**src/cgra_cfg_pkg.sv**
```systemverilog
// ====================================================================
// Fabric and context frame definitions for the CGRA control plane
// Imported by the loader, context store, sequencer and top level
// ====================================================================
`default_nettype none

package cgra_cfg_pkg;

    // Fabric size, one context frame per PE
    localparam int NUM_PES      = 16;
    localparam int CONFIG_WIDTH = 64;

    // Frames sit back to back in configuration memory
    localparam int FRAME_BYTES  = CONFIG_WIDTH / 8;

    typedef logic [3:0]              pe_idx_t;
    typedef logic [CONFIG_WIDTH-1:0] frame_t;
    typedef logic [31:0]             cfg_addr_t;

    // Bitstream length in frames
    typedef logic [15:0]             frame_cnt_t;

    // Run length in timesteps
    typedef logic [15:0]             timestep_t;

endpackage

`default_nettype wire

```
**src/cgra_reg_pkg.sv**
```systemverilog
// ====================================================================
// Host register map of the CGRA control plane
// Byte offsets, CTRL/STATUS bit positions and interrupt mask bits
// ====================================================================
`default_nettype none

package cgra_reg_pkg;

    typedef logic [7:0]  reg_addr_t;
    typedef logic [31:0] reg_data_t;

    // Register byte offsets
    localparam reg_addr_t REG_CTRL        = 8'h00;
    localparam reg_addr_t REG_STATUS      = 8'h04;
    localparam reg_addr_t REG_BS_ADDR     = 8'h08;
    localparam reg_addr_t REG_BS_SIZE     = 8'h0C;
    localparam reg_addr_t REG_IRQ_MASK    = 8'h10;
    localparam reg_addr_t REG_RUN_LEN     = 8'h14;
    localparam reg_addr_t REG_PERF_CYCLES = 8'h18;
    localparam reg_addr_t REG_CTX_SEL     = 8'h1C;
    localparam reg_addr_t REG_CTX_LO      = 8'h20;
    localparam reg_addr_t REG_CTX_HI      = 8'h24;

    // CTRL command bits, write-only strobes
    localparam int CTRL_START     = 0;
    localparam int CTRL_CFG_START = 1;

    // STATUS bits
    localparam int ST_BUSY       = 0;
    localparam int ST_DONE       = 1;
    localparam int ST_ERROR      = 2;
    localparam int ST_CFG_DONE   = 3;
    localparam int ST_ACTIVE_BUF = 4;

    // IRQ_MASK bits
    localparam int IRQ_DONE     = 0;
    localparam int IRQ_ERROR    = 1;
    localparam int IRQ_CFG_DONE = 2;

    typedef logic [IRQ_CFG_DONE:0] irq_mask_t;

endpackage

`default_nettype wire

```
**src/cgra_config_loader.sv**
```systemverilog
// ====================================================================
// Configuration loader: fetches bitstream frames one at a time from
// configuration memory and writes them into the shadow context bank
// ====================================================================
`default_nettype none

module cgra_config_loader
    import cgra_cfg_pkg::*;
(
    input  logic       clk,
    input  logic       rst_n,
    input  logic       load_start,
    input  cfg_addr_t  bs_addr,
    input  frame_cnt_t bs_size,
    input  logic       cfg_mem_valid,
    input  frame_t     cfg_mem_rdata,
    output cfg_addr_t  cfg_mem_addr,
    output logic       cfg_mem_read,
    output logic       frame_we,
    output pe_idx_t    frame_idx,
    output frame_t     frame_data,
    output logic       load_done,
    output logic       load_error
);

    typedef enum logic {
        LD_IDLE,
        LD_FETCH
    } ld_state_t;

    ld_state_t state;
    // Index of the frame now outstanding
    pe_idx_t   idx;
    pe_idx_t   last_idx;

    always_ff @(posedge clk) begin
        if (!rst_n) begin
            state        <= LD_IDLE;
            idx          <= '0;
            last_idx     <= '0;
            cfg_mem_addr <= '0;
            cfg_mem_read <= 1'b0;
            frame_we     <= 1'b0;
            frame_idx    <= '0;
            load_done    <= 1'b0;
            load_error   <= 1'b0;
        end else begin
            cfg_mem_read <= 1'b0;
            frame_we     <= 1'b0;
            load_done    <= 1'b0;
            load_error   <= 1'b0;

            case (state)
                LD_IDLE: begin
                    if (load_start) begin
                        if (bs_size == '0 || bs_size > frame_cnt_t'(NUM_PES)) begin
                            load_error <= 1'b1;
                        end else begin
                            // First request goes out right away
                            idx          <= '0;
                            last_idx     <= pe_idx_t'(bs_size - frame_cnt_t'(1));
                            cfg_mem_addr <= bs_addr;
                            cfg_mem_read <= 1'b1;
                            state        <= LD_FETCH;
                        end
                    end
                end

                LD_FETCH: begin
                    // Wait as long as the memory needs, no timeout
                    if (cfg_mem_valid) begin
                        frame_we  <= 1'b1;
                        frame_idx <= idx;
                        if (idx == last_idx) begin
                            load_done <= 1'b1;
                            state     <= LD_IDLE;
                        end else begin
                            idx          <= idx + pe_idx_t'(1);
                            cfg_mem_addr <= cfg_mem_addr + cfg_addr_t'(FRAME_BYTES);
                            cfg_mem_read <= 1'b1;
                        end
                    end
                end

                default: state <= LD_IDLE;
            endcase
        end
    end

    // Returned frame, held for the write cycle
    always_ff @(posedge clk) begin
        if (state == LD_FETCH && cfg_mem_valid) begin
            frame_data <= cfg_mem_rdata;
        end
    end

endmodule

`default_nettype wire

```
**src/cgra_context_buffer.sv**
```systemverilog
// ====================================================================
// Double-buffered context store: loads fill the inactive bank, a swap
// makes it active, and one frame of the active bank is read out
// ====================================================================
`default_nettype none

module cgra_context_buffer
    import cgra_cfg_pkg::*;
(
    input  logic    clk,
    input  logic    rst_n,
    input  logic    frame_we,
    input  pe_idx_t frame_idx,
    input  frame_t  frame_data,
    input  logic    ctx_swap,
    input  pe_idx_t ctx_sel,
    output logic    active_buf,
    output frame_t  ctx_frame
);

    // Bank 0 and bank 1, one frame per PE each
    frame_t ctx_mem [0:1][0:NUM_PES-1];

    always_ff @(posedge clk) begin
        if (!rst_n) begin
            active_buf <= 1'b0;
        end else if (ctx_swap) begin
            active_buf <= ~active_buf;
        end
    end

    // Shadow bank only
    always_ff @(posedge clk) begin
        if (frame_we) begin
            ctx_mem[~active_buf][frame_idx] <= frame_data;
        end
    end

    // Host readback; a PE array would tap the active bank the same way
    assign ctx_frame = ctx_mem[active_buf][ctx_sel];

endmodule

`default_nettype wire

```
**src/cgra_csr_regs.sv**
```systemverilog
// ====================================================================
// Host register block: writable config, command pulses, sticky status,
// registered read port and masked interrupt pulse
// ====================================================================
`default_nettype none

module cgra_csr_regs
    import cgra_cfg_pkg::*, cgra_reg_pkg::*;
(
    input  logic       clk,
    input  logic       rst_n,
    input  logic       reg_wr,
    input  logic       reg_rd,
    input  reg_addr_t  reg_addr,
    input  reg_data_t  reg_wdata,
    input  logic       busy,
    input  logic       run_done,
    input  logic       run_error,
    input  logic       cfg_done,
    input  logic       active_buf,
    input  reg_data_t  perf_cycles,
    input  frame_t     ctx_frame,
    output reg_data_t  reg_rdata,
    output logic       reg_rvalid,
    output logic       run_start,
    output logic       cfg_start,
    output cfg_addr_t  bs_addr,
    output frame_cnt_t bs_size,
    output timestep_t  run_len,
    output pe_idx_t    ctx_sel,
    output logic       irq
);

    irq_mask_t irq_mask;
    logic      st_done;
    logic      st_error;
    logic      st_cfg_done;
    logic      cmd_wr;
    reg_data_t status_word;
    reg_data_t rd_word;

    // Any command write clears the sticky bits
    assign cmd_wr = reg_wr && (reg_addr == REG_CTRL) &&
                    (reg_wdata[CTRL_START] || reg_wdata[CTRL_CFG_START]);

    // ================================================================
    // Write side
    // ================================================================
    always_ff @(posedge clk) begin
        if (!rst_n) begin
            bs_addr   <= '0;
            bs_size   <= '0;
            run_len   <= '0;
            ctx_sel   <= '0;
            irq_mask  <= '0;
            run_start <= 1'b0;
            cfg_start <= 1'b0;
        end else begin
            // Command bits only live for one cycle
            run_start <= 1'b0;
            cfg_start <= 1'b0;
            if (reg_wr) begin
                case (reg_addr)
                    REG_CTRL: begin
                        run_start <= reg_wdata[CTRL_START];
                        cfg_start <= reg_wdata[CTRL_CFG_START];
                    end
                    REG_BS_ADDR:  bs_addr  <= reg_wdata;
                    REG_BS_SIZE:  bs_size  <= frame_cnt_t'(reg_wdata);
                    REG_IRQ_MASK: irq_mask <= irq_mask_t'(reg_wdata);
                    REG_RUN_LEN:  run_len  <= timestep_t'(reg_wdata);
                    REG_CTX_SEL:  ctx_sel  <= pe_idx_t'(reg_wdata);
                    default: ;
                endcase
            end
        end
    end

    // Sticky event bits, a same-cycle event beats the clear
    always_ff @(posedge clk) begin
        if (!rst_n) begin
            st_done     <= 1'b0;
            st_error    <= 1'b0;
            st_cfg_done <= 1'b0;
        end else begin
            st_done     <= (st_done & ~cmd_wr) | run_done;
            st_error    <= (st_error & ~cmd_wr) | run_error;
            st_cfg_done <= (st_cfg_done & ~cmd_wr) | cfg_done;
        end
    end

    // ================================================================
    // Read side
    // ================================================================
    always_comb begin
        status_word                = '0;
        status_word[ST_BUSY]       = busy;
        status_word[ST_DONE]       = st_done;
        status_word[ST_ERROR]      = st_error;
        status_word[ST_CFG_DONE]   = st_cfg_done;
        status_word[ST_ACTIVE_BUF] = active_buf;
    end

    // CTRL is write-only, unmapped offsets fall to zero
    always_comb begin
        case (reg_addr)
            REG_STATUS:      rd_word = status_word;
            REG_BS_ADDR:     rd_word = bs_addr;
            REG_BS_SIZE:     rd_word = reg_data_t'(bs_size);
            REG_IRQ_MASK:    rd_word = reg_data_t'(irq_mask);
            REG_RUN_LEN:     rd_word = reg_data_t'(run_len);
            REG_PERF_CYCLES: rd_word = perf_cycles;
            REG_CTX_SEL:     rd_word = reg_data_t'(ctx_sel);
            REG_CTX_LO:      rd_word = ctx_frame[31:0];
            REG_CTX_HI:      rd_word = ctx_frame[CONFIG_WIDTH-1:32];
            default:         rd_word = '0;
        endcase
    end

    // Data returns the cycle after the strobe
    always_ff @(posedge clk) begin
        if (reg_rd) begin
            reg_rdata <= rd_word;
        end
    end

    always_ff @(posedge clk) begin
        if (!rst_n) begin
            reg_rvalid <= 1'b0;
            irq        <= 1'b0;
        end else begin
            reg_rvalid <= reg_rd;
            irq        <= (irq_mask[IRQ_DONE] & run_done) |
                          (irq_mask[IRQ_ERROR] & run_error) |
                          (irq_mask[IRQ_CFG_DONE] & cfg_done);
        end
    end

endmodule

`default_nettype wire

```
**src/cgra_sequencer.sv**
```systemverilog
// ====================================================================
// Command sequencer: runs configuration loads and timed runs, swaps
// the context banks after a good load, reports events as pulses
// ====================================================================
`default_nettype none

module cgra_sequencer
    import cgra_cfg_pkg::*, cgra_reg_pkg::*;
(
    input  logic      clk,
    input  logic      rst_n,
    input  logic      run_start,
    input  logic      cfg_start,
    input  timestep_t run_len,
    input  logic      load_done,
    input  logic      load_error,
    output logic      load_start,
    output logic      ctx_swap,
    output logic      fabric_enable,
    output logic      busy,
    output logic      run_done,
    output logic      run_error,
    output logic      cfg_done,
    output reg_data_t perf_cycles
);

    typedef enum logic [1:0] {
        IDLE,
        LOADING,
        RUNNING
    } seq_state_t;

    seq_state_t state;
    logic       loaded;
    // Timesteps still to go in the current run
    timestep_t  ts_left;

    assign busy          = (state != IDLE);
    assign fabric_enable = (state == RUNNING);

    always_ff @(posedge clk) begin
        if (!rst_n) begin
            state       <= IDLE;
            loaded      <= 1'b0;
            ts_left     <= '0;
            perf_cycles <= '0;
            load_start  <= 1'b0;
            ctx_swap    <= 1'b0;
            run_done    <= 1'b0;
            run_error   <= 1'b0;
            cfg_done    <= 1'b0;
        end else begin
            load_start <= 1'b0;
            ctx_swap   <= 1'b0;
            run_done   <= 1'b0;
            run_error  <= 1'b0;
            cfg_done   <= 1'b0;

            case (state)
                IDLE: begin
                    // A load request takes priority over a run
                    if (cfg_start) begin
                        load_start <= 1'b1;
                        state      <= LOADING;
                    end else if (run_start) begin
                        if (!loaded || run_len == '0) begin
                            run_error <= 1'b1;
                        end else begin
                            ts_left     <= run_len;
                            perf_cycles <= '0;
                            state       <= RUNNING;
                        end
                    end
                end

                LOADING: begin
                    if (load_done) begin
                        ctx_swap <= 1'b1;
                        cfg_done <= 1'b1;
                        loaded   <= 1'b1;
                        state    <= IDLE;
                    end else if (load_error) begin
                        // Rejected bitstream, banks untouched
                        run_error <= 1'b1;
                        state     <= IDLE;
                    end
                end

                RUNNING: begin
                    // One timestep per enabled cycle
                    perf_cycles <= perf_cycles + reg_data_t'(1);
                    ts_left     <= ts_left - timestep_t'(1);
                    if (ts_left == timestep_t'(1)) begin
                        run_done <= 1'b1;
                        state    <= IDLE;
                    end
                end

                default: state <= IDLE;
            endcase
        end
    end

endmodule

`default_nettype wire

```
**src/cgra_top.sv**
```systemverilog
// ====================================================================
// CGRA control plane top level: register block, sequencer,
// configuration loader and double-buffered context store
// ====================================================================
`default_nettype none

module cgra_top
    import cgra_cfg_pkg::*, cgra_reg_pkg::*;
(
    input  logic      clk,
    input  logic      rst_n,
    // Host register bus
    input  logic      reg_wr,
    input  logic      reg_rd,
    input  reg_addr_t reg_addr,
    input  reg_data_t reg_wdata,
    output reg_data_t reg_rdata,
    output logic      reg_rvalid,
    // Configuration memory port
    output cfg_addr_t cfg_mem_addr,
    output logic      cfg_mem_read,
    input  logic      cfg_mem_valid,
    input  frame_t    cfg_mem_rdata,
    // Fabric and host interrupt
    output logic      fabric_enable,
    output logic      irq
);

    // ================================================================
    // Internal wiring
    // ================================================================
    logic       run_start;
    logic       cfg_start;
    cfg_addr_t  bs_addr;
    frame_cnt_t bs_size;
    timestep_t  run_len;
    pe_idx_t    ctx_sel;
    logic       busy;
    logic       run_done;
    logic       run_error;
    logic       cfg_done;
    reg_data_t  perf_cycles;
    logic       load_start;
    logic       load_done;
    logic       load_error;
    logic       ctx_swap;
    logic       frame_we;
    pe_idx_t    frame_idx;
    frame_t     frame_data;
    logic       active_buf;
    frame_t     ctx_frame;

    cgra_csr_regs u_csr (
        .clk         (clk),
        .rst_n       (rst_n),
        .reg_wr      (reg_wr),
        .reg_rd      (reg_rd),
        .reg_addr    (reg_addr),
        .reg_wdata   (reg_wdata),
        .busy        (busy),
        .run_done    (run_done),
        .run_error   (run_error),
        .cfg_done    (cfg_done),
        .active_buf  (active_buf),
        .perf_cycles (perf_cycles),
        .ctx_frame   (ctx_frame),
        .reg_rdata   (reg_rdata),
        .reg_rvalid  (reg_rvalid),
        .run_start   (run_start),
        .cfg_start   (cfg_start),
        .bs_addr     (bs_addr),
        .bs_size     (bs_size),
        .run_len     (run_len),
        .ctx_sel     (ctx_sel),
        .irq         (irq)
    );

    cgra_sequencer u_seq (
        .clk           (clk),
        .rst_n         (rst_n),
        .run_start     (run_start),
        .cfg_start     (cfg_start),
        .run_len       (run_len),
        .load_done     (load_done),
        .load_error    (load_error),
        .load_start    (load_start),
        .ctx_swap      (ctx_swap),
        .fabric_enable (fabric_enable),
        .busy          (busy),
        .run_done      (run_done),
        .run_error     (run_error),
        .cfg_done      (cfg_done),
        .perf_cycles   (perf_cycles)
    );

    cgra_config_loader u_loader (
        .clk           (clk),
        .rst_n         (rst_n),
        .load_start    (load_start),
        .bs_addr       (bs_addr),
        .bs_size       (bs_size),
        .cfg_mem_valid (cfg_mem_valid),
        .cfg_mem_rdata (cfg_mem_rdata),
        .cfg_mem_addr  (cfg_mem_addr),
        .cfg_mem_read  (cfg_mem_read),
        .frame_we      (frame_we),
        .frame_idx     (frame_idx),
        .frame_data    (frame_data),
        .load_done     (load_done),
        .load_error    (load_error)
    );

    cgra_context_buffer u_ctx (
        .clk        (clk),
        .rst_n      (rst_n),
        .frame_we   (frame_we),
        .frame_idx  (frame_idx),
        .frame_data (frame_data),
        .ctx_swap   (ctx_swap),
        .ctx_sel    (ctx_sel),
        .active_buf (active_buf),
        .ctx_frame  (ctx_frame)
    );

endmodule

`default_nettype wire

```
**config.mk**
```make
export PLATFORM = sky130hd
export DESIGN_NAME = cgra_top
export DESIGN_NICKNAME = d
export VERILOG_FILES = /design/src/cgra_cfg_pkg.sv /design/src/cgra_reg_pkg.sv /design/src/cgra_config_loader.sv /design/src/cgra_context_buffer.sv /design/src/cgra_csr_regs.sv /design/src/cgra_sequencer.sv /design/src/cgra_top.sv
export SDC_FILE = /design/constraint.sdc
export NUM_CORES = 2
export LEC_CHECK = 0
export BUFFER_PORTS_ARGS = -buffer_cell sky130_fd_sc_hd__buf_2
export CELL_PAD_IN_SITES_DETAIL_PLACEMENT = 0
export CELL_PAD_IN_SITES_GLOBAL_PLACEMENT = 1
export CORE_MARGIN = 2
export CORE_UTILIZATION = 55
export CTS_CLUSTER_DIAMETER = 60
export DETAILED_ROUTE_END_ITERATION = 16
export PLACE_DENSITY_LB_ADDON = 0.1
export SETUP_SLACK_MARGIN = 0.05
export SYNTH_ARGS = -nofsm -noshare
export SYNTH_HDL_FRONTEND = slang
export SYNTH_SLANG_ARGS = --single-unit
```
**constraint.sdc**
```tcl
create_clock -name clk -period 6.1 [get_ports clk]
set_clock_uncertainty 0.15 [all_clocks]
set_input_delay 1.22 -clock clk [delete_from_list [all_inputs] [get_ports clk]]
set_output_delay 1.22 -clock clk [all_outputs]
set_load 0.005 [all_outputs]
```
==> reports/metrics.cfg <==
[cells_and_area]
final_core_util_pct = 62.1
synthToLayoutAreaGrowth_pct = 12.5
fillCellCount = 11600
final_cells = 7334
finalInstanceArea_um2 = 102000
drive_gt1_share_pct = 24.1
fin_nets = 5061

[timing]
worst_slew_pin_slew_ns = 1.29
fin_crit_ns = 4.07
slew_violations = 0
rsz0062_at_grt = false
finalSetupViolCount = 0
finalWorstSetupSlack_ns = 2.03
max_freq_ghz = 0.246
fin_crit_sh_pct = 66.6
fin_setup_tns_ns = 0
slew-limit-headroom_pct = 13.8
hold_viol_final = 0

[min_path]
min_path_cells = 1
hold_end = u_seq.loaded$_SDFFE_PN0P_
hp-class = reg2reg
hold_start = u_seq.loaded$_SDFFE_PN0P_

[synth]
synth.area.top_cells = edfxtp_1, mux4_2, dfxtp_1, mux2i_1, nand2_1
syn_avg_cell_area_um2 = 19.5
synth-xor-area-share_pct = 0.319
synth_fa_ha_area_share_pct = 0.0966
syn_nets = 4779
synth-seq-cells = 2328
synth_area_um2 = 90700
yosysWarnings = 0
synth_top_family_by_area = multiplexers
synthSimpleGateAreaFrac_pct = 4.19
synth.most_common_cell = edfxtp_1
synth.area.mux_share_pct = 15.1
synth-async-reset-ratio_pct = 0
synth_top_area_cell = edfxtp_1
ys.flop_type = edfxtp_1
synth_cell_types = 86
synth_compound_gate_area_share_pct = 3.70
yosysSeqAreaShare_pct = 75.0
synth_edf_count = 2144
netlist.area_leader.share_pct = 71.0
synth_cells = 4663
synthTopCellsByCount = edfxtp_1, mux4_2, nand2_1

[place]
place_ws_ns = 1.39
port_buffers = 176
dp_cells = 6900
hpwl_um = 143000
post_dp_cell_area_um2 = 94600
gp_congestion = 0.866

[critical_path]
path_class = reg2out
critPathSlowestCell = inv_1
endpoint_kind = output pin
r2r_setup_slack_ns = 2.27
cpPeakStageDelay_ns = 0.40
rr_worst_depth = 7
crit_top_cell = buf_4
critPathRequiredTime_ns = 4.73
worstPathArrival_ns = 2.70
crit_path_cell_trace = buf_4 > nand2b_1 > buf_4 > inv_1 > buf_2
crit_start = u_seq.state[0]$_SDFFE_PN0P_
r2r_end = u_csr.reg_rdata[1]$_DFFE_PP_
crit_fanout = 36
start_kind = flop

[pwr]
p_leak_uw = 0.0323
vdd_ir_drop_max_v = 0.000321
powerDensity_nw_per_um2 = 307

[die]
die-height_um = 410
die_w_um = 410
coreArea_um2 = 164000
num_rows = 149
start_util_pct = 55.2
die_area_um2 = 168000
pin_count = 177

[global_routing]
grt_util_all_layers_pct = 30.6
grt_max_degree = 123
grt_pass1_vias = 46800
antenna_found_initial = 10
grt_pass1_wl_um = 359000
gr-total-overflow = 0

[cts]
cts_sinks = 2328
clock_latency_ns = 0.85
cts.reportedPaths.clkPinSlew_ns = 0.06
cts_buffers = 232
holdBufCountCts = 0
ctsResizeCount = 0
cts_buffer_depth = 3
cts_setup_buffers = 0
h-tree-depth = 4
clockRootBuffer = clkbuf_16
cts_tree = built

[drt]
antenna_left = 0
routed_wl_um = 257000
wl_per_cell_um = 35.0
drtIter0Drc = 6295
drtPass1Iterations = 6
drc = 0
via_count = 48400
via_per_inst = 6.61

[outcome]
status = complete, no violations

[run]
maxCapViolations = 0

## logic make-up after synthesis
family          after synthesis
flops                      2328
simple gates                800
mux                         709
compound gates              499
buf+inv                     287
xor+xnor                     33
fa+ha+maj                     7
## power by group
part	internal (uW)	switching [uW]	leakage [uW]
logic	57.3	109	0.00789
clock network	7980	6000	0.00365
registers	17200	15.5	0.0208
## critical path, delay by kind of cell (launching register included)
kind,cells,cell delay [ns]
simple gates,1,0.16
buf+inv,4,1.37
flops,1,0.31
## cell usage in the layout (no fill, tap or decap), types with 17 or more instances in the layout
cell type | synthesis | routed
dfxtp_1 | 184 | 179
clkbuf_1 | 114 | 51
buf_2 | 58 | 175
and3_1 | 22 | 22
buf_4 | 43 | 112
nor2_1 | 151 | 118
mux2i_1 | 177 | 177
clkinv_1 | 1 | 54
buf_12 | 0 | 23
a21boi_1 | 51 | 51
a22oi_1 | 34 | 34
nand2_1 | 328 | 327
o21ai_0 | 46 | 46
and2_1 | 31 | 31
nand4_1 | 22 | 22
nor2_4 | 0 | 32
inv_1 | 22 | 19
o21ai_1 | 21 | 21
xnor2_1 | 26 | 26
bufinv_16 | 0 | 20
nor3_1 | 49 | 47
o211ai_1 | 18 | 18
o22ai_1 | 53 | 53
nor2b_1 | 23 | 22
a211oi_1 | 41 | 41
a21oi_1 | 109 | 108
clkinv_2 | 0 | 46
a21boi_0 | 17 | 17
edfxtp_1 | 2144 | 2144
mux4_2 | 524 | 524
nand3_1 | 58 | 57
clkbuf_16 | 0 | 236
nor4_1 | 47 | 47
## registers in the layout, indices dropped and copies added (netlist names), 2 cells and up, named ones only
| register | flops |
|---|---|
| u_ctx.ctx_mem | 2048 |
| u_loader.frame_data | 64 |
| u_csr.bs_addr | 32 |
| u_csr.reg_rdata | 32 |
| u_loader.cfg_mem_addr | 32 |
| u_seq.perf_cycles | 32 |
| u_csr.bs_size | 16 |
| u_csr.run_len | 16 |
| u_seq.ts_left | 16 |
| u_csr.ctx_sel | 4 |
| u_loader.frame_idx | 4 |
| u_loader.idx | 4 |
| u_loader.last_idx | 4 |
| u_csr.irq_mask | 3 |
| u_seq.state | 2 |
## cell type report
cell class	instances	area (um^2)	share of cell area, %
Tap cell	2189	2740	2.68
Clock buffer	292	6170	6.04
Antenna cell	2	5.00	0.00490
Sequential cell	2328	68100	66.7
Clock inverter	140	1310	1.28
Timing Repair Buffer	310	2180	2.13
Inverter	25	109	0.107
Multi-Input combinational cell	2048	21500	21.0
## worst max-delay path by stage
stage / end / slack, ns / cells past startpoint
5_1_grt: fabric_enable / 1.90 / 5
4_1_cts: fabric_enable / 2.02 / 5
3_5_place_dp: u_csr.reg_rdata[11]$_DFFE_PP_ / 1.39 / 7
3_3_place_gp: u_csr.reg_rdata[11]$_DFFE_PP_ / 1.47 / 7
6_report: fabric_enable / 2.03 / 5
2_1_floorplan: u_ctx.ctx_mem[0][192]$_DFFE_PP_ / 1.71 / 3
## routing by layer
| layer | share of wire, % | global-route usage, % | wire length (um) | up-vias |
|---|---|---|---|---|
| met3 | 8.6 | 5.27 | 22200 | 395 |
| met4 | 3.1 | 9.10 | 8060 | 4 |
| met2 | 48 | 48.6 | 124000 | 2377 |
| li1 | - | - | - | 19700 |
| met1 | 40 | 44.1 | 103000 | 25900 |
| met5 | 0.010 | 0 | 26 | - |
## metrics by stage
stage	power [uW]	hold slack, ns
2_1_floorplan	17600	0.276
3_3_place_gp	17700	0.284
3_5_place_dp	17700	0.292
4_1_cts	31500	0.305
5_1_grt	32100	0.331
6_report	31300	0.307
No activity file was read; power rests on OpenSTA's default activity.
